### config.mk
export PLATFORM = sky130hd
export DESIGN_NAME = mpx_decode_top
export DESIGN_NICKNAME = d
export VERILOG_FILES = /design/src/common/mpx_decode_pkg.sv /design/src/decode/mpx_cop_class.sv /design/src/decode/mpx_op_class.sv /design/src/hw/mpx_decode_top.sv /design/src/hw/mpx_pipe_slice.sv
export VERILOG_INCLUDE_DIRS = /design/src /design/src/common
export SDC_FILE = /design/constraint.sdc
export NUM_CORES = 1
export LEC_CHECK = 0
export BUFFER_PORTS_ARGS = -buffer_cell sky130_fd_sc_hd__buf_2
export CAP_MARGIN = 20
export CORE_ASPECT_RATIO = 0.7
export CORE_MARGIN = 3
export CORE_UTILIZATION = 54
export CTS_CLUSTER_DIAMETER = 100
export DETAILED_ROUTE_END_ITERATION = 10
export PLACE_DENSITY = 0.84
export SLEW_MARGIN = 20
export SYNTH_ARGS = -nofsm -noshare
export SYNTH_HDL_FRONTEND = slang
export SYNTH_SLANG_ARGS = --single-unit
export TNS_END_PERCENT = 10
### constraint.sdc
create_clock -name clk_i -period 11.9 [get_ports clk_i]
set_clock_uncertainty 0.1 [all_clocks]
set_input_delay 0.595 -clock clk_i [delete_from_list [all_inputs] [get_ports clk_i]]
set_output_delay 0.595 -clock clk_i [all_outputs]
set_load 0.01 [all_outputs]
### src/common/mpx_decode_settings.svh
// MPX decode configuration

`ifndef MPX_DECODE_SETTINGS_SVH
`define MPX_DECODE_SETTINGS_SVH

// --------------------
// Multiply and divide
// --------------------

// Set to 1 to decode MULT/DIV and the HI/LO moves
`define MPX_SUPPORT_MULDIV 1'b1

// --------------------
// Coprocessors
// --------------------

// Enable mask with bit 0 for COP0 and bit 1 for COP1
`define MPX_SUPPORTED_COP 2'b11

// --------------------
// Word sizes
// --------------------

// Instruction and PC width
`define MPX_XLEN 32

`endif

### src/common/mpx_decode_pkg.sv
// MPX decode shared types

`default_nettype none

package mpx_decode_pkg;

    `include "mpx_decode_settings.svh"

    // --------------------
    // Field types
    // --------------------
    typedef logic [`MPX_XLEN-1:0] instr_t;
    typedef logic [`MPX_XLEN-1:0] pc_t;
    typedef logic [5:0]           opcode_t;
    typedef logic [5:0]           funct_t;
    typedef logic [4:0]           reg_sel_t;

    // --------------------
    // Major opcodes
    // --------------------
    localparam opcode_t OP_SPECIAL = 6'h00;
    localparam opcode_t OP_BRCOND  = 6'h01;
    localparam opcode_t OP_JAL     = 6'h03;
    localparam opcode_t OP_ADDI    = 6'h08;
    localparam opcode_t OP_ADDIU   = 6'h09;
    localparam opcode_t OP_SLTI    = 6'h0a;
    localparam opcode_t OP_SLTIU   = 6'h0b;
    localparam opcode_t OP_ANDI    = 6'h0c;
    localparam opcode_t OP_ORI     = 6'h0d;
    localparam opcode_t OP_XORI    = 6'h0e;
    localparam opcode_t OP_LUI     = 6'h0f;
    localparam opcode_t OP_COP0    = 6'h10;
    localparam opcode_t OP_COP1    = 6'h11;
    localparam opcode_t OP_LB      = 6'h20;
    localparam opcode_t OP_LH      = 6'h21;
    localparam opcode_t OP_LWL     = 6'h22;
    localparam opcode_t OP_LW      = 6'h23;
    localparam opcode_t OP_LBU     = 6'h24;
    localparam opcode_t OP_LHU     = 6'h25;
    localparam opcode_t OP_LWR     = 6'h26;
    localparam opcode_t OP_SB      = 6'h28;
    localparam opcode_t OP_SH      = 6'h29;
    localparam opcode_t OP_SWL     = 6'h2a;
    localparam opcode_t OP_SW      = 6'h2b;
    localparam opcode_t OP_SWR     = 6'h2e;
    localparam opcode_t OP_LWC0    = 6'h30;
    localparam opcode_t OP_LWC1    = 6'h31;
    localparam opcode_t OP_SWC0    = 6'h38;
    localparam opcode_t OP_SWC1    = 6'h39;

    // --------------------
    // SPECIAL functions
    // --------------------
    localparam funct_t FN_SLL     = 6'h00;
    localparam funct_t FN_SRL     = 6'h02;
    localparam funct_t FN_SRA     = 6'h03;
    localparam funct_t FN_SLLV    = 6'h04;
    localparam funct_t FN_SRLV    = 6'h06;
    localparam funct_t FN_SRAV    = 6'h07;
    localparam funct_t FN_JALR    = 6'h09;
    localparam funct_t FN_SYSCALL = 6'h0c;
    localparam funct_t FN_BREAK   = 6'h0d;
    localparam funct_t FN_MFHI    = 6'h10;
    localparam funct_t FN_MTHI    = 6'h11;
    localparam funct_t FN_MFLO    = 6'h12;
    localparam funct_t FN_MTLO    = 6'h13;
    localparam funct_t FN_MULT    = 6'h18;
    localparam funct_t FN_MULTU   = 6'h19;
    localparam funct_t FN_DIV     = 6'h1a;
    localparam funct_t FN_DIVU    = 6'h1b;
    localparam funct_t FN_ADD     = 6'h20;
    localparam funct_t FN_ADDU    = 6'h21;
    localparam funct_t FN_SUB     = 6'h22;
    localparam funct_t FN_SUBU    = 6'h23;
    localparam funct_t FN_AND     = 6'h24;
    localparam funct_t FN_OR      = 6'h25;
    localparam funct_t FN_XOR     = 6'h26;
    localparam funct_t FN_NOR     = 6'h27;
    localparam funct_t FN_SLT     = 6'h2a;
    localparam funct_t FN_SLTU    = 6'h2b;

    // Coprocessor move forms in the rs field
    localparam reg_sel_t RS_MF = 5'b00000;
    localparam reg_sel_t RS_CF = 5'b00010;
    localparam reg_sel_t RS_MT = 5'b00100;
    localparam reg_sel_t RS_CT = 5'b00110;

    localparam funct_t FN_RFE = 6'b010000;

    // BLTZAL/BGEZAL write the link register
    localparam reg_sel_t BRCOND_LINK_MASK = 5'b11110;
    localparam reg_sel_t BRCOND_LINK_VAL  = 5'b10000;

    // --------------------
    // Pipeline payloads
    // --------------------
    typedef struct packed {
        instr_t instr;
        pc_t    pc;
        logic   delay_slot;
        logic   fault;
    } fetch_entry_t;

    typedef struct packed {
        fetch_entry_t fetch;
        logic         rd_valid;
        logic         rt_is_rd;
        logic         lr_is_rd;
        logic         lsu;
        logic         mul;
        logic         div;
        logic         cop0;
        logic         cop0_wr;
        logic         cop1;
        logic         cop1_wr;
    } decoded_entry_t;

endpackage

`default_nettype wire

### src/decode/mpx_cop_class.sv
// Coprocessor decode

`timescale 1ns/10ps
`default_nettype none

`include "mpx_decode_settings.svh"

module mpx_cop_class (
    input  wire mpx_decode_pkg::instr_t instr_i,
    input  wire                         fault_i,
    output logic                        cop_rd_o,
    output logic                        cop0_o,
    output logic                        cop0_wr_o,
    output logic                        cop1_o,
    output logic                        cop1_wr_o
);

    import mpx_decode_pkg::*;

    localparam bit         MULDIV_EN = `MPX_SUPPORT_MULDIV;
    localparam logic [1:0] COP_EN    = `MPX_SUPPORTED_COP;

    opcode_t  opcode_w;
    reg_sel_t rs_w;
    funct_t   funct_w;
    logic     special_w;

    assign opcode_w  = instr_i[31:26];
    assign rs_w      = instr_i[25:21];
    assign funct_w   = instr_i[5:0];
    assign special_w = (opcode_w == OP_SPECIAL);

    // HI/LO moves go through COP0
    logic mfhi_w, mflo_w, mthi_w, mtlo_w;
    assign mfhi_w = MULDIV_EN && special_w && (funct_w == FN_MFHI);
    assign mflo_w = MULDIV_EN && special_w && (funct_w == FN_MFLO);
    assign mthi_w = MULDIV_EN && special_w && (funct_w == FN_MTHI);
    assign mtlo_w = MULDIV_EN && special_w && (funct_w == FN_MTLO);

    // --------------------
    // COP0
    // --------------------
    logic cop0_op_w, cop0_co_w, mfc0_w, cfc0_w, mtc0_w, ctc0_w, rfe_w, lwc0_w;
    assign cop0_op_w = (opcode_w == OP_COP0) && COP_EN[0];
    assign cop0_co_w = cop0_op_w && instr_i[25];
    assign mfc0_w    = cop0_op_w && (rs_w == RS_MF);
    assign cfc0_w    = cop0_op_w && (rs_w == RS_CF);
    assign mtc0_w    = cop0_op_w && (rs_w == RS_MT);
    assign ctc0_w    = cop0_op_w && (rs_w == RS_CT);
    assign rfe_w     = cop0_co_w && (funct_w == FN_RFE);
    assign lwc0_w    = (opcode_w == OP_LWC0) && COP_EN[0];

    // --------------------
    // COP1
    // --------------------
    logic cop1_op_w, cop1_co_w, mfc1_w, cfc1_w, mtc1_w, ctc1_w, lwc1_w, swc1_w;
    assign cop1_op_w = (opcode_w == OP_COP1) && COP_EN[1];
    assign cop1_co_w = cop1_op_w && instr_i[25];
    assign mfc1_w    = cop1_op_w && (rs_w == RS_MF);
    assign cfc1_w    = cop1_op_w && (rs_w == RS_CF);
    assign mtc1_w    = cop1_op_w && (rs_w == RS_MT);
    assign ctc1_w    = cop1_op_w && (rs_w == RS_CT);
    assign lwc1_w    = (opcode_w == OP_LWC1) && COP_EN[1];
    assign swc1_w    = (opcode_w == OP_SWC1) && COP_EN[1];

    assign cop_rd_o = mfhi_w | mflo_w | mfc0_w | mfc1_w;

    // A fetch fault or an unsupported COP0 opcode still goes to COP0
    assign cop0_o = (special_w && (funct_w == FN_SYSCALL || funct_w == FN_BREAK)) |
                    (opcode_w == OP_COP0) | mfc0_w | cfc0_w | mtc0_w | ctc0_w | rfe_w |
                    mfhi_w | mflo_w | mthi_w | mtlo_w | fault_i;

    assign cop0_wr_o = mtc0_w | ctc0_w | lwc0_w | mthi_w | mtlo_w | rfe_w;

    assign cop1_o = cop1_op_w | cop1_co_w | mfc1_w | cfc1_w | mtc1_w | ctc1_w |
                    lwc1_w | swc1_w;

    assign cop1_wr_o = mtc1_w | ctc1_w | lwc1_w;

endmodule

`default_nettype wire

### src/decode/mpx_op_class.sv
// Writeback, memory and muldiv classifier

`timescale 1ns/10ps
`default_nettype none

`include "mpx_decode_settings.svh"

module mpx_op_class (
    input  wire mpx_decode_pkg::instr_t instr_i,
    input  wire                         cop_rd_i,
    output logic                        rd_valid_o,
    output logic                        rt_is_rd_o,
    output logic                        lr_is_rd_o,
    output logic                        lsu_o,
    output logic                        mul_o,
    output logic                        div_o
);

    import mpx_decode_pkg::*;

    localparam bit         MULDIV_EN = `MPX_SUPPORT_MULDIV;
    localparam logic [1:0] COP_EN    = `MPX_SUPPORTED_COP;

    opcode_t  opcode_w;
    funct_t   funct_w;
    reg_sel_t rt_w;
    logic     special_w;
    logic     imm_alu_w;
    logic     load_w;
    logic     store_w;
    logic     alu_r_w;
    logic     link_w;

    assign opcode_w  = instr_i[31:26];
    assign rt_w      = instr_i[20:16];
    assign funct_w   = instr_i[5:0];
    assign special_w = (opcode_w == OP_SPECIAL);

    // --------------------
    // Major opcode groups
    // --------------------
    always_comb begin
        imm_alu_w = 1'b0;
        load_w    = 1'b0;
        store_w   = 1'b0;
        case (opcode_w)
            OP_ADDI, OP_ADDIU, OP_SLTI, OP_SLTIU,
            OP_ANDI, OP_ORI, OP_XORI, OP_LUI:
                imm_alu_w = 1'b1;
            OP_LB, OP_LH, OP_LWL, OP_LW, OP_LBU, OP_LHU, OP_LWR:
                load_w = 1'b1;
            OP_SB, OP_SH, OP_SWL, OP_SW, OP_SWR:
                store_w = 1'b1;
            default: ;
        endcase
    end

    // Shifts and ALU R-types
    always_comb begin
        alu_r_w = 1'b0;
        if (special_w) begin
            case (funct_w)
                FN_SLL, FN_SRL, FN_SRA, FN_SLLV, FN_SRLV, FN_SRAV,
                FN_ADD, FN_ADDU, FN_SUB, FN_SUBU, FN_AND, FN_OR,
                FN_XOR, FN_NOR, FN_SLT, FN_SLTU:
                    alu_r_w = 1'b1;
                default: ;
            endcase
        end
    end

    assign link_w = (opcode_w == OP_BRCOND) &&
                    ((rt_w & BRCOND_LINK_MASK) == BRCOND_LINK_VAL);

    // --------------------
    // Flags
    // --------------------
    assign rd_valid_o = imm_alu_w | alu_r_w | load_w | link_w | cop_rd_i |
                        (opcode_w == OP_JAL) |
                        (special_w && funct_w == FN_JALR);

    assign rt_is_rd_o = imm_alu_w | load_w |
                        (opcode_w == OP_COP0) | (opcode_w == OP_COP1);

    assign lr_is_rd_o = (opcode_w == OP_JAL) | link_w;

    assign lsu_o = load_w | store_w |
                   ((opcode_w == OP_LWC0 || opcode_w == OP_SWC0) && COP_EN[0]) |
                   ((opcode_w == OP_LWC1 || opcode_w == OP_SWC1) && COP_EN[1]);

    assign mul_o = MULDIV_EN && special_w &&
                   (funct_w == FN_MULT || funct_w == FN_MULTU);

    assign div_o = MULDIV_EN && special_w &&
                   (funct_w == FN_DIV || funct_w == FN_DIVU);

endmodule

`default_nettype wire

### src/hw/mpx_decode_top.sv
// MPX pipelined decode stage

`timescale 1ns/10ps
`default_nettype none

module mpx_decode_top (
    input  wire                         clk_i,
    input  wire                         rst_i,
    input  wire                         fetch_in_valid_i,
    input  wire mpx_decode_pkg::instr_t fetch_in_instr_i,
    input  wire mpx_decode_pkg::pc_t    fetch_in_pc_i,
    input  wire                         fetch_in_delay_slot_i,
    input  wire                         fetch_in_fault_fetch_i,
    input  wire                         fetch_out_accept_i,
    output logic                        fetch_in_accept_o,
    output logic                        fetch_out_valid_o,
    output mpx_decode_pkg::instr_t      fetch_out_instr_o,
    output mpx_decode_pkg::pc_t         fetch_out_pc_o,
    output logic                        fetch_out_delay_slot_o,
    output logic                        fetch_out_fault_fetch_o,
    output logic                        fetch_out_instr_rd_valid_o,
    output logic                        fetch_out_instr_rt_is_rd_o,
    output logic                        fetch_out_instr_lr_is_rd_o,
    output logic                        fetch_out_instr_lsu_o,
    output logic                        fetch_out_instr_mul_o,
    output logic                        fetch_out_instr_div_o,
    output logic                        fetch_out_instr_cop0_o,
    output logic                        fetch_out_instr_cop0_wr_o,
    output logic                        fetch_out_instr_cop1_o,
    output logic                        fetch_out_instr_cop1_wr_o
);

    import mpx_decode_pkg::*;

    fetch_entry_t   fetch_in_w;
    fetch_entry_t   fetch_q_w;
    decoded_entry_t dec_w;
    decoded_entry_t dec_q_w;
    logic           slice0_valid_w;
    logic           slice1_accept_w;
    logic           cop_rd_w;

    assign fetch_in_w.instr      = fetch_in_instr_i;
    assign fetch_in_w.pc         = fetch_in_pc_i;
    assign fetch_in_w.delay_slot = fetch_in_delay_slot_i;
    assign fetch_in_w.fault      = fetch_in_fault_fetch_i;

    // --------------------
    // Input slice
    // --------------------
    mpx_pipe_slice #(.payload_t(fetch_entry_t)) u_in_slice (
        .clk_i        (clk_i),
        .rst_i        (rst_i),
        .in_valid_i   (fetch_in_valid_i),
        .in_data_i    (fetch_in_w),
        .in_accept_o  (fetch_in_accept_o),
        .out_valid_o  (slice0_valid_w),
        .out_data_o   (fetch_q_w),
        .out_accept_i (slice1_accept_w)
    );

    // --------------------
    // Classification
    // --------------------
    mpx_cop_class u_cop_class (
        .instr_i   (fetch_q_w.instr),
        .fault_i   (fetch_q_w.fault),
        .cop_rd_o  (cop_rd_w),
        .cop0_o    (dec_w.cop0),
        .cop0_wr_o (dec_w.cop0_wr),
        .cop1_o    (dec_w.cop1),
        .cop1_wr_o (dec_w.cop1_wr)
    );

    mpx_op_class u_op_class (
        .instr_i    (fetch_q_w.instr),
        .cop_rd_i   (cop_rd_w),
        .rd_valid_o (dec_w.rd_valid),
        .rt_is_rd_o (dec_w.rt_is_rd),
        .lr_is_rd_o (dec_w.lr_is_rd),
        .lsu_o      (dec_w.lsu),
        .mul_o      (dec_w.mul),
        .div_o      (dec_w.div)
    );

    assign dec_w.fetch = fetch_q_w;

    // --------------------
    // Output slice
    // --------------------
    mpx_pipe_slice #(.payload_t(decoded_entry_t)) u_out_slice (
        .clk_i        (clk_i),
        .rst_i        (rst_i),
        .in_valid_i   (slice0_valid_w),
        .in_data_i    (dec_w),
        .in_accept_o  (slice1_accept_w),
        .out_valid_o  (fetch_out_valid_o),
        .out_data_o   (dec_q_w),
        .out_accept_i (fetch_out_accept_i)
    );

    assign fetch_out_instr_o          = dec_q_w.fetch.instr;
    assign fetch_out_pc_o             = dec_q_w.fetch.pc;
    assign fetch_out_delay_slot_o     = dec_q_w.fetch.delay_slot;
    assign fetch_out_fault_fetch_o    = dec_q_w.fetch.fault;
    assign fetch_out_instr_rd_valid_o = dec_q_w.rd_valid;
    assign fetch_out_instr_rt_is_rd_o = dec_q_w.rt_is_rd;
    assign fetch_out_instr_lr_is_rd_o = dec_q_w.lr_is_rd;
    assign fetch_out_instr_lsu_o      = dec_q_w.lsu;
    assign fetch_out_instr_mul_o      = dec_q_w.mul;
    assign fetch_out_instr_div_o      = dec_q_w.div;
    assign fetch_out_instr_cop0_o     = dec_q_w.cop0;
    assign fetch_out_instr_cop0_wr_o  = dec_q_w.cop0_wr;
    assign fetch_out_instr_cop1_o     = dec_q_w.cop1;
    assign fetch_out_instr_cop1_wr_o  = dec_q_w.cop1_wr;

endmodule

`default_nettype wire

### src/hw/mpx_pipe_slice.sv
// Valid/accept register slice

`timescale 1ns/10ps
`default_nettype none

module mpx_pipe_slice #(
    parameter type payload_t = logic
) (
    input  wire           clk_i,
    input  wire           rst_i,
    input  wire           in_valid_i,
    input  wire payload_t in_data_i,
    output logic          in_accept_o,
    output logic          out_valid_o,
    output payload_t      out_data_o,
    input  wire           out_accept_i
);

    logic     full_q;
    payload_t data_q;
    logic     in_xfer_w;
    logic     out_xfer_w;

    // Take a new entry when empty or when the held one leaves this cycle
    assign in_accept_o = ~full_q | out_accept_i;
    assign in_xfer_w   = in_valid_i & in_accept_o;
    assign out_xfer_w  = full_q & out_accept_i;

    // --------------------
    // Occupancy
    // --------------------
    always_ff @(posedge clk_i) begin
        if (rst_i) begin
            full_q <= 1'b0;
        end else if (in_xfer_w) begin
            full_q <= 1'b1;
        end else if (out_xfer_w) begin
            full_q <= 1'b0;
        end
    end

    // Payload
    always_ff @(posedge clk_i) begin
        if (in_xfer_w) begin
            data_q <= in_data_i;
        end
    end

    assign out_valid_o = full_q;
    assign out_data_o  = data_q;

endmodule

`default_nettype wire

# After elaboration in Yosys (flattened, before gate mapping)
# Index checks and enable logic that the tools add are counted.
# op_classes
n_eq_ne	58
n_mux	9
n_bitwise	48
reduce_logical	34
# ops
op	n
6-bit equality test, second input constant	26
6-bit by 4-bit equality test with 1-bit output, second input constant	11
6-bit by 5-bit equality test with 1-bit output, second input constant	10
1-bit bitwise OR	43
1-bit logical AND	20
6-bit by 2-bit equality test with 1-bit output, second input constant	3
6-bit by 3-bit equality test with 1-bit output, second input constant	3
16-bit OR reduction	1
6-bit logical NOT	2
5-bit by 3-bit equality test with 1-bit output, second input constant	2
1-bit 2-to-1 mux	9
8-bit OR reduction	1
7-bit OR reduction	1
6-bit by 1-bit equality test with 1-bit output, second input constant	1
5-bit by 2-bit equality test with 1-bit output, second input constant	1
5-bit logical NOT	1
1-bit logical OR	5
5-bit OR reduction	1
4-bit equality test, second input constant	1
2-bit nonzero test	2
1-bit bitwise AND	3
1-bit inverter	2
# totals
reg_bits	144
input_bits	70
output_inout_bits	78
wordCells	169

# Depth between registers and ports, before layout
# Gate-level depths: netlist (run 1).
# depth
ltp_word	14
mapped_depth	5

# Cells and area by module
# Synthesis (run 1) repeated with hierarchy kept, for this count alone.
# unflattened
hier_cells	209
hier_area_um2	4728.3
# by_module_without_submodules
module	instances	cells_each	area_per_inst_um2	seq_area_each_um2
mpx_pipe_slice (u_out_slice)	1	81	2337.2	2302.2
mpx_pipe_slice (u_in_slice)	1	71	2037.0	2001.9
mpx_op_class	1	31	198.9	0.0
mpx_cop_class	1	26	155.1	0.0

# Least setup slack after synthesis (run 1)
# No wires, ideal clock.
# synth_timing
kind	input port to flip-flop
startpoint	in fetch_out_accept_i
endpoint	reg u_out_slice.data_q (netlist bit u_out_slice.out_data_o[0]) (enable)
t_arrival_ns	4.048
slack_ns	7.232
cell_stages	2
path_buffers	0
path_cell_list	nor2b_1 > nor2b_1
# synth_between
elab_chain_len	2
# synth_rtl
element	line_no	rtl
from (decl)	mpx_decode_top.sv:14	input wire fetch_out_accept_i,
1-bit bitwise OR	mpx_pipe_slice.sv:25	assign in_accept_o = ~full_q | out_accept_i;
1-bit bitwise AND	--	
net u_in_slice.out_xfer_w	mpx_pipe_slice.sv:22	logic out_xfer_w;
to (signal assigned)	mpx_pipe_slice.sv:45	data_q <= in_data_i;
to (decl)	mpx_pipe_slice.sv:20	payload_t data_q;
# The timed path passes the listed nets, and every way through them passes these cells.
# A chain may end at the register's enable or synchronous reset.

# Worst setup path in the final report (run 1)
# layout_timing
startpoint	reg u_out_slice.full_q, in the netlist u_out_slice.out_valid_o
endpoint	out fetch_in_accept_o
# layout_between
elab_chain_len	3
# layout_rtl
element	line_no	rtl
from (decl)	mpx_pipe_slice.sv:19	logic full_q;
from (signal assigned)	mpx_pipe_slice.sv:34	full_q <= 1'b0;
from (signal assigned)	mpx_pipe_slice.sv:36	full_q <= 1'b1;
from (signal assigned)	mpx_pipe_slice.sv:38	full_q <= 1'b0;
1-bit inverter	mpx_pipe_slice.sv:25	
1-bit bitwise OR (2 in a row)	mpx_pipe_slice.sv:25	
to (decl)	mpx_decode_top.sv:15	output logic fetch_in_accept_o,
# No other way between the ends.

==> key figures, run 1 <==
Place
  • Dpl hpwl: 5.42 mm
  • Gpl congestion: 0.846
  • Input/output buffers: 147
  • DP Cell Count: 470
  • DP Area: 5600 um2

Detailed routing
  • Met2 wire len: 4.15 mm
  • DR DRC count: 0
  • Post-route ant nets: 0
  • Met3 wire len: 859 um
  • Initial DRC Count: 160
  • Vias per cell: 4.91
  • Max Used Layer: met4
  • WL final: 8.31 mm
  • Wl on met1: 3.22 mm
  • WL/cell: 16.6 um
  • DR vias: 2461
  • DRT Pass-1 Iters: 4

Global routing
  • Initial antenna violation count: 0
  • Vias in the first global route: 2557
  • Largest net degree at the start of global routing: between 70 and 80
  • Total grt overflow: 0
  • First-pass GRT wire length: 12.8 mm
  • All-Layer GR Usage: 17.5%

Final layout
  • Filler cells: 509
  • Share of layout cells above drive strength 1: between 40% and 50%
  • Final Instance Area: 6110 um2
  • Nets@finish: 443
  • Post-route insts no fill: 501
  • Antenna fix cells: 0
  • Area Overhead vs Synth: 29.7%

Synth
  • Fraction of registers with async set/reset: 0%
  • Post-Syn Area: 4710 um2
  • Syn_area_per_cell: 22.7 um2
  • Mapped Cells: 208
  • Top cells by area, synth: edfxtp_1, dfxtp_1, nor2_1
  • Yosys cell types: 32
  • Count of flip-flops with a built-in enable after synthesis: approximately 140
  • Synth warn: 0
  • Post-synth top area share: 90.5%
  • Register area share after synthesis: 91.3%
  • Count leader, synth: edfxtp_1
  • Ys flop type: edfxtp_1
  • Syn nets: 278
  • Area leader, netlist: edfxtp_1
  • Flops & latches, synth: 144
  • Synth top cells by count: edfxtp_1, nor2_1, a21oi_1

Clock tree
  • CTS tree: done
  • Root buffer cell: clkbuf_16
  • # resized after CTS: 0
  • Clock tree buffer depth: 2
  • Clock-pin slew of the registers on the worst-case setup and hold paths: approximately 0.05 ns
  • Setup Fix Bufs, Post-CTS: 0
  • Num CTS Buffers: 17
  • Hold-fix buffers, CTS: 0
  • Clock H-tree levels: 4
  • Clock Sinks: roughly 140
  • Latest clock arrival within the worst-skew pair: 0.41 ns

Timing
  • Max Freq: 0.475 GHz
  • Max Slew Vio Count: 0
  • Final hold vios: 0
  • RSZ-0062 raised after global routing: no
  • Final setup violation count: 0
  • Final setup TNS: 0 ns
  • Final min period: ~2.1 ns
  • Worst-Margin Slew: 0.966 ns
  • Final worst path period share: 17.7%
  • Slew headroom: a little over a third

Floorplan
  • Initial Util: 57.6%
  • Die width: around 120 um
  • Boundary Pins: 148
  • Die Height: 84.2 um
  • Die Area: 9900 um2
  • Cell Rows: 27
  • Area of the core: 8180 um2

Run status
  • Status: finished, final reports clean

Critical path
  • CP startpoint: u_out_slice.out_valid_o$_SDFFE_PP0P_
  • Reg2Reg Launch Point: u_out_slice.out_valid_o$_SDFFE_PP0P_
  • Critical path endpoint category: output pin
  • Crit-path max FO: 4
  • Crit Reg-Reg Endpoint: u_in_slice.out_data_o[62]$_DFFE_PP_
  • R2R Setup Slk: roughly 10 ns
  • Critical Path Max Stage Delay: 0.34 ns
  • Startpoint types: register
  • Critical-path cell list: nor2b_1, nand2_1, buf_2
  • Critical Path Sink: fetch_in_accept_o
  • Cells on worst reg2reg path: 4
  • Crit Path Category: register to output pin
  • Required time of the worst setup path: 11.21 ns
  • CP arrival: between 1 and 1.5 ns
  • Cell at the slowest stage of the critical path: nor2b_1

Power
  • P per Cell Area: between 150 and 200 nW/um2
  • Leakage: 2.35 nW
  • Peak supply drop: 0.000132 V

Worst hold path
  • Worst min path class: input pin to register
  • Cell count of the worst hold path: 1

Job
  • Max Cap Viol: 0
==> critical path, delay by kind of cell, from the launching register on <==
kind                   cells  cell delay (ns)
buffers and inverters      1             0.17
flip-flops                 1             0.33
AND/OR/NAND/NOR            2             0.50
==> layout by cell type (no fill, tap or decap), drive strengths merged <==
master      n
buf       149
edfxtp    142
clkbuf     21
nor2       10
clkinv      8
a21oi       7
inv         5
nand2b      4
nor4b       4
o21ai       4
nand2       3
nor3b       2
and3        2
dfxtp       2
nor2b       2
and2        2
nor4bb      1
nand3       1
nor3        1
a21o        1
a31oi       1
o32ai       1
and4        1
and4b       1
a211oi      1
o41ai       1
o31ai       1
xnor2       1
a311oi      1
o2111ai     1
o221ai      1
o21a        1
bufinv      1
clkinvlp    1
==> stage by stage <==
stage,hold slack [ns],total power [mW],setup slack (ns),util (%)
5_1_grt,0.241,1.15,9.72,74.8
4_1_cts,0.246,1.12,9.78,74.8
3_3_place_gp,0.300,0.656,9.79,68.5
2_1_floorplan,0.300,0.630,7.23,-
6_report,0.258,1.11,9.79,74.8
3_5_place_dp,0.305,0.659,9.68,68.5
==> state kept, by name, indices dropped and copies added (netlist names) <==
name and flops:
u_in_slice.out_data_o 66, u_out_slice.out_data_o 76, u_out_slice.out_valid_o 1, u_in_slice.out_valid_o 1
==> metal layers <==
layer,track usage [%],vias up
met5,0,-
met1,19.3,1179
li1,-,1160
met3,9.36,8
met4,8.94,0
met2,27.8,114
==> power breakdown <==
part	leakage [nW]	total [mW]	switching, mW	internal (mW)
Combinational	0.732	0.0481	0.0281	0.0200
Clock	0.248	0.459	0.179	0.281
Sequential	1.37	0.600	0.0107	0.589
==> final cells by class <==
type                    instances  area (um2)  area share, %
inverters                       5        18.8          0.307
clock inverters                10        71.3           1.17
clock buffers                  21         440           7.20
flip-flops and latches        144        4300           70.4
well taps                     116         145           2.37
multi-input cells              56         383           6.26
repair buffers                149         751           12.3
==> logic make-up after synthesis <==
logic type,synth area share [%]
flip-flops,91.3
AND/OR/NAND/NOR,4.49
AO/OA/AOI/OAI,3.27
buffers and inverters,0.717
XOR/XNOR,0.186
==> worst min-delay path by stage <==
stage	startpoint	to	slack, ns
after global placement	u_in_slice.out_data_o[25]$_DFFE_PP_	u_out_slice.out_data_o[35]$_DFFE_PP_	0.30
after detailed placement	u_in_slice.out_data_o[5]$_DFFE_PP_	u_out_slice.out_data_o[15]$_DFFE_PP_	0.30
after CTS	fetch_in_instr_i[31]	u_in_slice.out_data_o[65]$_DFFE_PP_	0.25
after floorplan	u_in_slice.out_data_o[1]$_DFFE_PP_	u_out_slice.out_data_o[11]$_DFFE_PP_	0.30
after global routing	fetch_in_pc_i[29]	u_in_slice.out_data_o[31]$_DFFE_PP_	0.24
final	fetch_in_instr_i[9]	u_in_slice.out_data_o[43]$_DFFE_PP_	0.26
No activity file was read; power rests on OpenSTA's default activity.
==> run 2, diff against run 1 <==
--- a/config.mk
+++ b/config.mk
@@ -6,14 +6,15 @@
 export SDC_FILE = /design/constraint.sdc
 export NUM_CORES = 1
 export LEC_CHECK = 0
+export ABC_AREA = 1
 export BUFFER_PORTS_ARGS = -buffer_cell sky130_fd_sc_hd__buf_2
 export CAP_MARGIN = 20
 export CORE_ASPECT_RATIO = 0.7
 export CORE_MARGIN = 3
-export CORE_UTILIZATION = 54
+export CORE_UTILIZATION = 45
 export CTS_CLUSTER_DIAMETER = 100
 export DETAILED_ROUTE_END_ITERATION = 10
-export PLACE_DENSITY = 0.84
+export PLACE_DENSITY = 0.75
 export SLEW_MARGIN = 20
 export SYNTH_ARGS = -nofsm -noshare
 export SYNTH_HDL_FRONTEND = slang
==> constraint.sdc (replaced) <==
create_clock -name clk_i -period 1.9 [get_ports clk_i]
set_clock_uncertainty 0.1 [all_clocks]
set_input_delay 0.095 -clock clk_i [delete_from_list [all_inputs] [get_ports clk_i]]
set_output_delay 0.095 -clock clk_i [all_outputs]
set_load 0.01 [all_outputs]
==> run 2 against run 1 <==
Sequential share of layout area fell by 8.6 points. Via count rose by 17%. Die area rose by 19%. Largest cell class unchanged. Highest routed layer unchanged. Register-to-register slack got worse by 9.6 ns. Cell area rose by 14%. Wire length rose by 20%. Largest power group unchanged. Combinational power rose to 9.4 times the previous value. Flip-flop and latch count did not move. Critical path depth rose by 2.
==> key figures, run 2 <==
Final layout
  • Area Overhead vs Synth: 47.4%
  • Most frequent cells in the layout: buf_2, edfxtp_1, dlygate4sd3_1
  • Antenna fix cells: 0 (unchanged)
  • Largest register FFs: 76 (unchanged)
  • Filler cells: 627 (+23%)
  • Core Util, Final: 70.0% (-4.7 points)
  • Share of layout cells above drive strength 1: 39.9% (-6.4 points)
  • Most common cell after layout, fill and taps aside: buf_2
  • Nets@finish: 541 (+22%)

Synth
  • Ys flop type: edfxtp_1
  • Flops & latches, synth: 144 (unchanged)
  • Syn_area_per_cell: 20.5 um2 (-9.7%)
  • Fraction of registers with async set/reset: 0% (unchanged)
  • Syn nets: 301 (+8.3%)
  • Count of flip-flops with a built-in enable after synthesis: 142 (unchanged)
  • Yosys cell types: 21 (-34%)
  • Post-Syn Area: 4730 um2 (+0.29%)
  • Area leader, netlist: edfxtp_1
  • Mapped Cells: 231 (+11%)
  • Count leader, synth: edfxtp_1
  • Synth warn: 0 (unchanged)
  • Top cells by area, synth: edfxtp_1, nand3_1, nand2_1
  • Register area share after synthesis: 91.1% (-0.27 points)
  • Synth top cells by count: edfxtp_1, nand2_1, inv_1
  • Post-synth top area share: 90.2% (-0.26 points)

Detailed routing
  • Post-route ant nets: 0 (unchanged)
  • WL/cell: 16.3 um (-1.5%)
  • DR DRC count: 0 (unchanged)
  • Initial DRC Count: 203 (+27%)
  • DR vias: 2875 (+17%)
  • WL final: 10.0 mm (+20%)
  • DRT Pass-1 Iters: 4 (unchanged)
  • Vias per cell: 4.70 (-4.4%)

Global routing
  • Total grt overflow: 0 (unchanged)
  • Initial antenna violation count: 0 (unchanged)
  • Met1 usage: 21.0% (+1.7 points)
  • Vias in the first global route: 2980 (+17%)
  • Met3 Use GR: 8.27% (-1.1 points)
  • Met2 Use GR: 28.2% (+0.36 points)
  • All-Layer GR Usage: 17.7% (+0.18 points)
  • Largest net degree at the start of global routing: 42 (-45%)
  • First-pass GRT wire length: 15.4 mm (+20%)
  • Grt peak-use layer: met2

Floorplan
  • Die Height: 91.7 um (+9.0%)
  • Boundary Pins: 148 (unchanged)
  • Cell Rows: 30 (+11%)
  • Initial Util: 47.5% (-10 points)
  • Die Area: 11800 um2 (+19%)
  • Area of the core: 9950 um2 (+22%)
  • Die width: 128 um (+9.2%)

Worst hold path
  • Worst min path class: input pin to register
  • Cell count of the worst hold path: 3 (+2)
  • Hold path start: fetch_out_accept_i
  • Hold path endpoint: u_out_slice.out_data_o[35]$_DFFE_PP_

Timing
  • Final hold vios: 0 (unchanged)
  • Final setup violation count: 0 (unchanged)
  • Max Freq: 0.665 GHz
  • Final worst path period share: 79.2%
  • RSZ-0062 raised after global routing: no
  • Slew headroom: 78.9% (+43 points)
  • Final min period: 1.50 ns
  • Max Slew Vio Count: 0 (unchanged)
  • Worst-Margin Slew: 0.317 ns (-0.649 ns)

Clock tree
  • CTS tree: done
  • Clock tree buffer depth: 2 (unchanged)
  • Root buffer cell: clkbuf_16
  • Clock H-tree levels: 4 (unchanged)
  • Num CTS Buffers: 17 (unchanged)
  • Clock Sinks: 144 (unchanged)
  • Latest clock arrival within the worst-skew pair: 0.40 ns (about the same)
  • Clock-pin slew of the registers on the worst-case setup and hold paths: 0.05 ns (about the same)
  • # resized after CTS: 0 (unchanged)

Critical path
  • Reg2Reg Launch Point: u_in_slice.out_data_o[61]$_DFFE_PP_
  • Worst path most repeated cell: nand2_2
  • Critical Path Max Stage Delay: 0.51 ns (+0.17 ns)
  • CP top delay family: simple AND/OR/NAND/NOR gates
  • Critical path endpoint category: register
  • Crit Path Category: register to register
  • Critical-path cell list: nor2_2, nand2_2, nor3_4, nand2_2, nor3_1
  • Crit Reg-Reg Endpoint: u_out_slice.out_data_o[4]$_DFFE_PP_
  • Required time of the worst setup path: 2.03 ns (-9.18 ns)
  • Cell at the slowest stage of the critical path: edfxtp_1
  • R2R Setup Slk: 0.40 ns (-9.56 ns)
  • WP buf/inv: 0 (-1)
  • Crit-path max FO: 8 (+4)
  • Startpoint types: register
  • Cells on worst reg2reg path: 5 (+1)
  • CP arrival: 1.63 ns (+0.22 ns)

Power
  • Leakage: 2.78 nW (+18%)
  • P per Cell Area: 1050 nW/um2 (+480%)
  • Peak supply drop: 0.000626 V (+370%)
  • Total power draw: 7.31 mW (+560%)

Place
  • Input/output buffers: 147 (unchanged)
  • Gpl congestion: 0.926 (+9.5%)
  • Dpl hpwl: 5.97 mm (+10%)

Run status
  • Status: finished, final reports clean

Job
  • Max Cap Viol: 0 (unchanged)
-- run 2: cell count changes after synthesis, moves of 3 or more --
cell | previous run | this run
buf_2 | 3 | 0
inv_1 | 5 | 15
nand2_1 | 3 | 16
nand2b_1 | 4 | 0
nand3_1 | 0 | 14
nor2_1 | 10 | 13
nor2_2 | 0 | 3
nor4b_1 | 3 | 0
-- run 2: metal layers --
metal / vias up / part of all wire, %
met2: 141 / 49
met1: 1362 / 39
met5: - / 0
li1: 1358 / -
met3: 14 / 11
met4: 0 / 0.99
-- run 2: timing repair --
action,4_1_cts,5_1_grt
hold buffers,70,0
hold endpoints to repair,68,0
buffers inserted,0,0
-- run 2: area by class of cell --
cell class / count / area [um2] / share of cell area [%]
Timing Repair Buffer: 221 / 1500 / 21.6
Inverter: 16 / 63.8 / 0.916
Multi-Input combinational cell: 71 / 378 / 5.42
Clock buffer: 19 / 433 / 6.21
Sequential cell: 144 / 4310 / 61.8
Tap cell: 128 / 160 / 2.30
Clock inverter: 13 / 121 / 1.74
-- run 2: cell families after synthesis --
family	count (synthesis)	share of synthesized area [%]
buffers and inverters	16	1.27
AOI/OAI and AO/OA	14	1.72
DFF	144	91.1
and+or+nand+nor	57	5.93
-- run 2: worst max path at each step --
stage                                              start                             endpoint  slack (ns)  depth (start not counted)
floorplan           u_out_slice.out_valid_o$_SDFFE_PP0P_  u_out_slice.out_data_o[0]$_DFFE_PP_       -0.26                          1
global placement     u_in_slice.out_data_o[64]$_DFFE_PP_  u_out_slice.out_data_o[9]$_DFFE_PP_        0.52                          6
detailed placement   u_in_slice.out_data_o[61]$_DFFE_PP_  u_out_slice.out_data_o[4]$_DFFE_PP_        0.41                          5
CTS                  u_in_slice.out_data_o[61]$_DFFE_PP_  u_out_slice.out_data_o[4]$_DFFE_PP_        0.41                          5
global route         u_in_slice.out_data_o[61]$_DFFE_PP_  u_out_slice.out_data_o[3]$_DFFE_PP_        0.30                          5
finish               u_in_slice.out_data_o[61]$_DFFE_PP_  u_out_slice.out_data_o[4]$_DFFE_PP_        0.40                          5
-- run 2: power breakdown --
part | internal [mW] | switching (mW) | leakage, nW
clock | 1.91 | 1.20 | 0.263
combinational | 0.228 | 0.222 | 1.14
sequential | 3.69 | 0.0669 | 1.38
total | 5.82 | 1.48 | 2.78
-- run 2: worst min-delay path: cells and delay by family --
family / cells / cell delay (ns)
AOI/OAI and AO/OA: 1 / 0.11
buffers and inverters: 2 / 0.23
-- run 2: stage by stage --
step / std cells / instance area (um2) / setup TNS (ns) / hold slack [ns] / setup WS, ns
final: 612 / 6970 / 0 / 0.109 / 0.395
after global routing: 612 / 6970 / 0 / 0.109 / 0.299
after CTS: 612 / 6970 / 0 / 0.0884 / 0.407
after detailed placement: 510 / 5710 / 0 / 0.170 / 0.414
after floorplan: 231 / 4750 / -33.24 / 0.0567 / -0.259
after global placement: 510 / 5710 / 0 / 0.163 / 0.516
==> run 3, diff against run 2 <==
--- a/config.mk
+++ b/config.mk
@@ -11,10 +11,10 @@
 export CAP_MARGIN = 20
 export CORE_ASPECT_RATIO = 0.7
 export CORE_MARGIN = 3
-export CORE_UTILIZATION = 45
+export CORE_UTILIZATION = 50
 export CTS_CLUSTER_DIAMETER = 100
 export DETAILED_ROUTE_END_ITERATION = 10
-export PLACE_DENSITY = 0.75
+export PLACE_DENSITY = 0.78
 export SLEW_MARGIN = 20
 export SYNTH_ARGS = -nofsm -noshare
 export SYNTH_HDL_FRONTEND = slang
==> constraint.sdc (replaced) <==
create_clock -name clk_i -period 1.5 [get_ports clk_i]
set_clock_uncertainty 0.1 [all_clocks]
set_input_delay 0.075 -clock clk_i [delete_from_list [all_inputs] [get_ports clk_i]]
set_output_delay 0.075 -clock clk_i [all_outputs]
set_load 0.01 [all_outputs]
==> run 3 against run 2 <==
The run now ends with setup timing left. Final cell count increased by 1.1%. Worst hold slack improved by 0.071 ns. Die area decreased by 9.5%. Critical path type unchanged. Highest routed layer unchanged. Non-clock buffer count increased by 12. Via count increased by 3.6%. Critical path depth increased by 1. Power increased by 32%. Critical endpoint is now u_out_slice.out_data_o[9]$_DFFE_PP_. First-iteration DRC count increased by 14%.
==> key figures, run 3 (synthesis gave the netlist of run 2 again) <==
Detailed routing
  • DR DRC count: 0 (unchanged)
  • DRT Pass-1 Iters: 4 (unchanged)
  • WL/cell: 16.7 um (+2.1%)
  • DR vias: 2979 (+3.6%)
  • Vias per cell: 4.81 (+2.4%)
  • Initial DRC Count: 232 (+14%)
  • WL final: 10.3 mm (+3.2%)
  • Post-route ant nets: 0 (unchanged)

Timing
  • Final min period: 1.52 ns (+0.0123 ns)
  • Post-route setup slack: -0.0171 ns (-0.412 ns)
  • Slew headroom: 77.2% (-1.7 points)
  • Final worst path period share: 101% (+22 points)
  • Max Slew Vio Count: 0 (unchanged)
  • RSZ-0062 raised after global routing: yes
  • Final hold vios: 0 (unchanged)
  • Final setup violation count: 1 (+1)
  • Worst-Margin Slew: 0.342 ns (+0.0248 ns)
  • Max Freq: 0.659 GHz (-0.81%)

Power
  • Peak supply drop: 0.00105 V (+68%)
  • Total power draw: 9.65 mW (+32%)
  • Leakage: 2.88 nW (+3.6%)
  • P per Cell Area: 1350 nW/um2 (+28%)

Floorplan
  • Cell Rows: 29 (-3.3%)
  • Die width: 122 um (-4.9%)
  • Initial Util: 51.7% (+4.2 points)
  • Die Area: 10700 um2 (-9.5%)
  • Boundary Pins: 148 (unchanged)
  • Die Height: 87.3 um (-4.8%)
  • Area of the core: 9140 um2 (-8.1%)

Run status
  • Status: finished with violations
  • Failing checks: setup timing

Global routing
  • Vias in the first global route: 3159 (+6.0%)
  • Largest net degree at the start of global routing: 36 (-14%)
  • Initial antenna violation count: 0 (unchanged)
  • All-Layer GR Usage: 20.5% (+2.9 points)
  • First-pass GRT wire length: 15.9 mm (+3.6%)
  • Total grt overflow: 0 (unchanged)

Place
  • Input/output buffers: 147 (unchanged)
  • DP Cell Count: 510 (unchanged)
  • Dpl hpwl: 6.12 mm (+2.4%)
  • Gpl congestion: 0.889 (-4.1%)

Critical path
  • Crit Path Category: register to register
  • Crit-path max FO: 4 (-4)
  • Required time of the worst setup path: 1.54 ns (-0.49 ns)
  • Critical path endpoint category: register
  • Startpoint types: register
  • CP arrival: 1.55 ns (-0.08 ns)

Clock tree
  • Root buffer cell: clkbuf_16
  • Latest clock arrival within the worst-skew pair: 0.41 ns (about the same)
  • Clock Sinks: 144 (unchanged)
  • Clock H-tree levels: 4 (unchanged)
  • Num CTS Buffers: 17 (unchanged)
  • Clock tree buffer depth: 2 (unchanged)
  • CTS tree: done
  • Clock-pin slew of the registers on the worst-case setup and hold paths: 0.06 ns (about the same)

Final layout
  • Area Overhead vs Synth: 51.7%
  • Nets@finish: 553 (+2.2%)
  • Post-route insts no fill: 619 (+1.1%)
  • Most common cell after layout, fill and taps aside: buf_2
  • Share of layout cells above drive strength 1: 42.8% (+3.0 points)
  • Antenna fix cells: 0 (unchanged)
  • Most frequent cells in the layout: buf_2, edfxtp_1, dlygate4sd3_1
  • Largest register FFs: 76 (unchanged)

Job
  • Max Cap Viol: 0 (unchanged)

Worst hold path
  • Worst min path class: input pin to register
-- run 3: cell count changes in the layout (fill, tap and decap cells not counted), sizes merged --
cell | previous run | this run
buf | 151 | 163
clkinv | 8 | 7
bufinv | 2 | 4
clkinvlp | 4 | 2
-- run 3: final cells by class --
type,instances,area [um2]
inverter,16,63.8
clock inverter,12,168
multi-input combinational,71,420
timing repair buffer,233,1620
tap,124,155
sequential,144,4310
fill,529,1980
clock buffer,19,433
-- run 3: where the power goes --
group | total (mW) | internal [mW] | switching [mW]
registers | 4.75 | 4.67 | 0.0794
clock network | 4.27 | 2.76 | 1.51
logic | 0.630 | 0.322 | 0.308
-- run 3: what timing repair did --
| item | CTS | global route |
|---|---|---|
| cloned | 0 | 0 |
| resized for setup | 3 | 8 |
| setup buffers | 6 | 2 |
| setup endpoints to repair | 4 | 6 |
| hold buffers | 70 | 0 |
| pin swaps | 0 | 3 |
| endpoints found under the hold margin | 68 | 0 |
-- run 3: final timing paths --
| path | start | endpoint | slack, ns | cells past startpoint |
|---|---|---|---|---|
| max | u_in_slice.out_data_o[60]$_DFFE_PP_ | u_out_slice.out_data_o[9]$_DFFE_PP_ | -0.02 | 6 |
| min reg2reg | u_in_slice.out_data_o[22]$_DFFE_PP_ | u_out_slice.out_data_o[32]$_DFFE_PP_ | 0.32 | 0 |
| min | fetch_out_accept_i | u_out_slice.out_data_o[11]$_DFFE_PP_ | 0.18 | 3 |
| max reg2reg | u_in_slice.out_data_o[60]$_DFFE_PP_ | u_out_slice.out_data_o[9]$_DFFE_PP_ | -0.02 | 6 |
-- run 3: per-layer routing --
layer	vias up	share of wire (%)	GRT usage (%)
li1	1384	-	-
met1	1390	39	23.2
met2	167	49	33.8
met3	38	9.8	9.35
met4	0	2.7	9.25
met5	-	0	0
-- run 3: critical path, stage by stage, from the launching register on --
cell and delay (ns):
edfxtp_1 0.47, inv_1 0.14, nor2_1 0.08, nand3_2 0.12, nand2_1 0.07, a21oi_2 0.15, nand3_1 0.11
-- run 3: per-stage QoR --
step	worst slack (ns)	hold WS (ns)	setup TNS, ns	instance area (um2)	util, %
global placement	0.117	0.138	0	5760	63.0
detailed placement	-0.00888	0.147	-0.00888	5760	63.0
floorplan	-0.659	0.0367	-90.04	4750	-
CTS	0.0141	0.0999	0	7120	77.8
finish	-0.0171	0.180	-0.0171	7170	78.4
global route	-0.0634	0.178	-0.152	7170	78.4
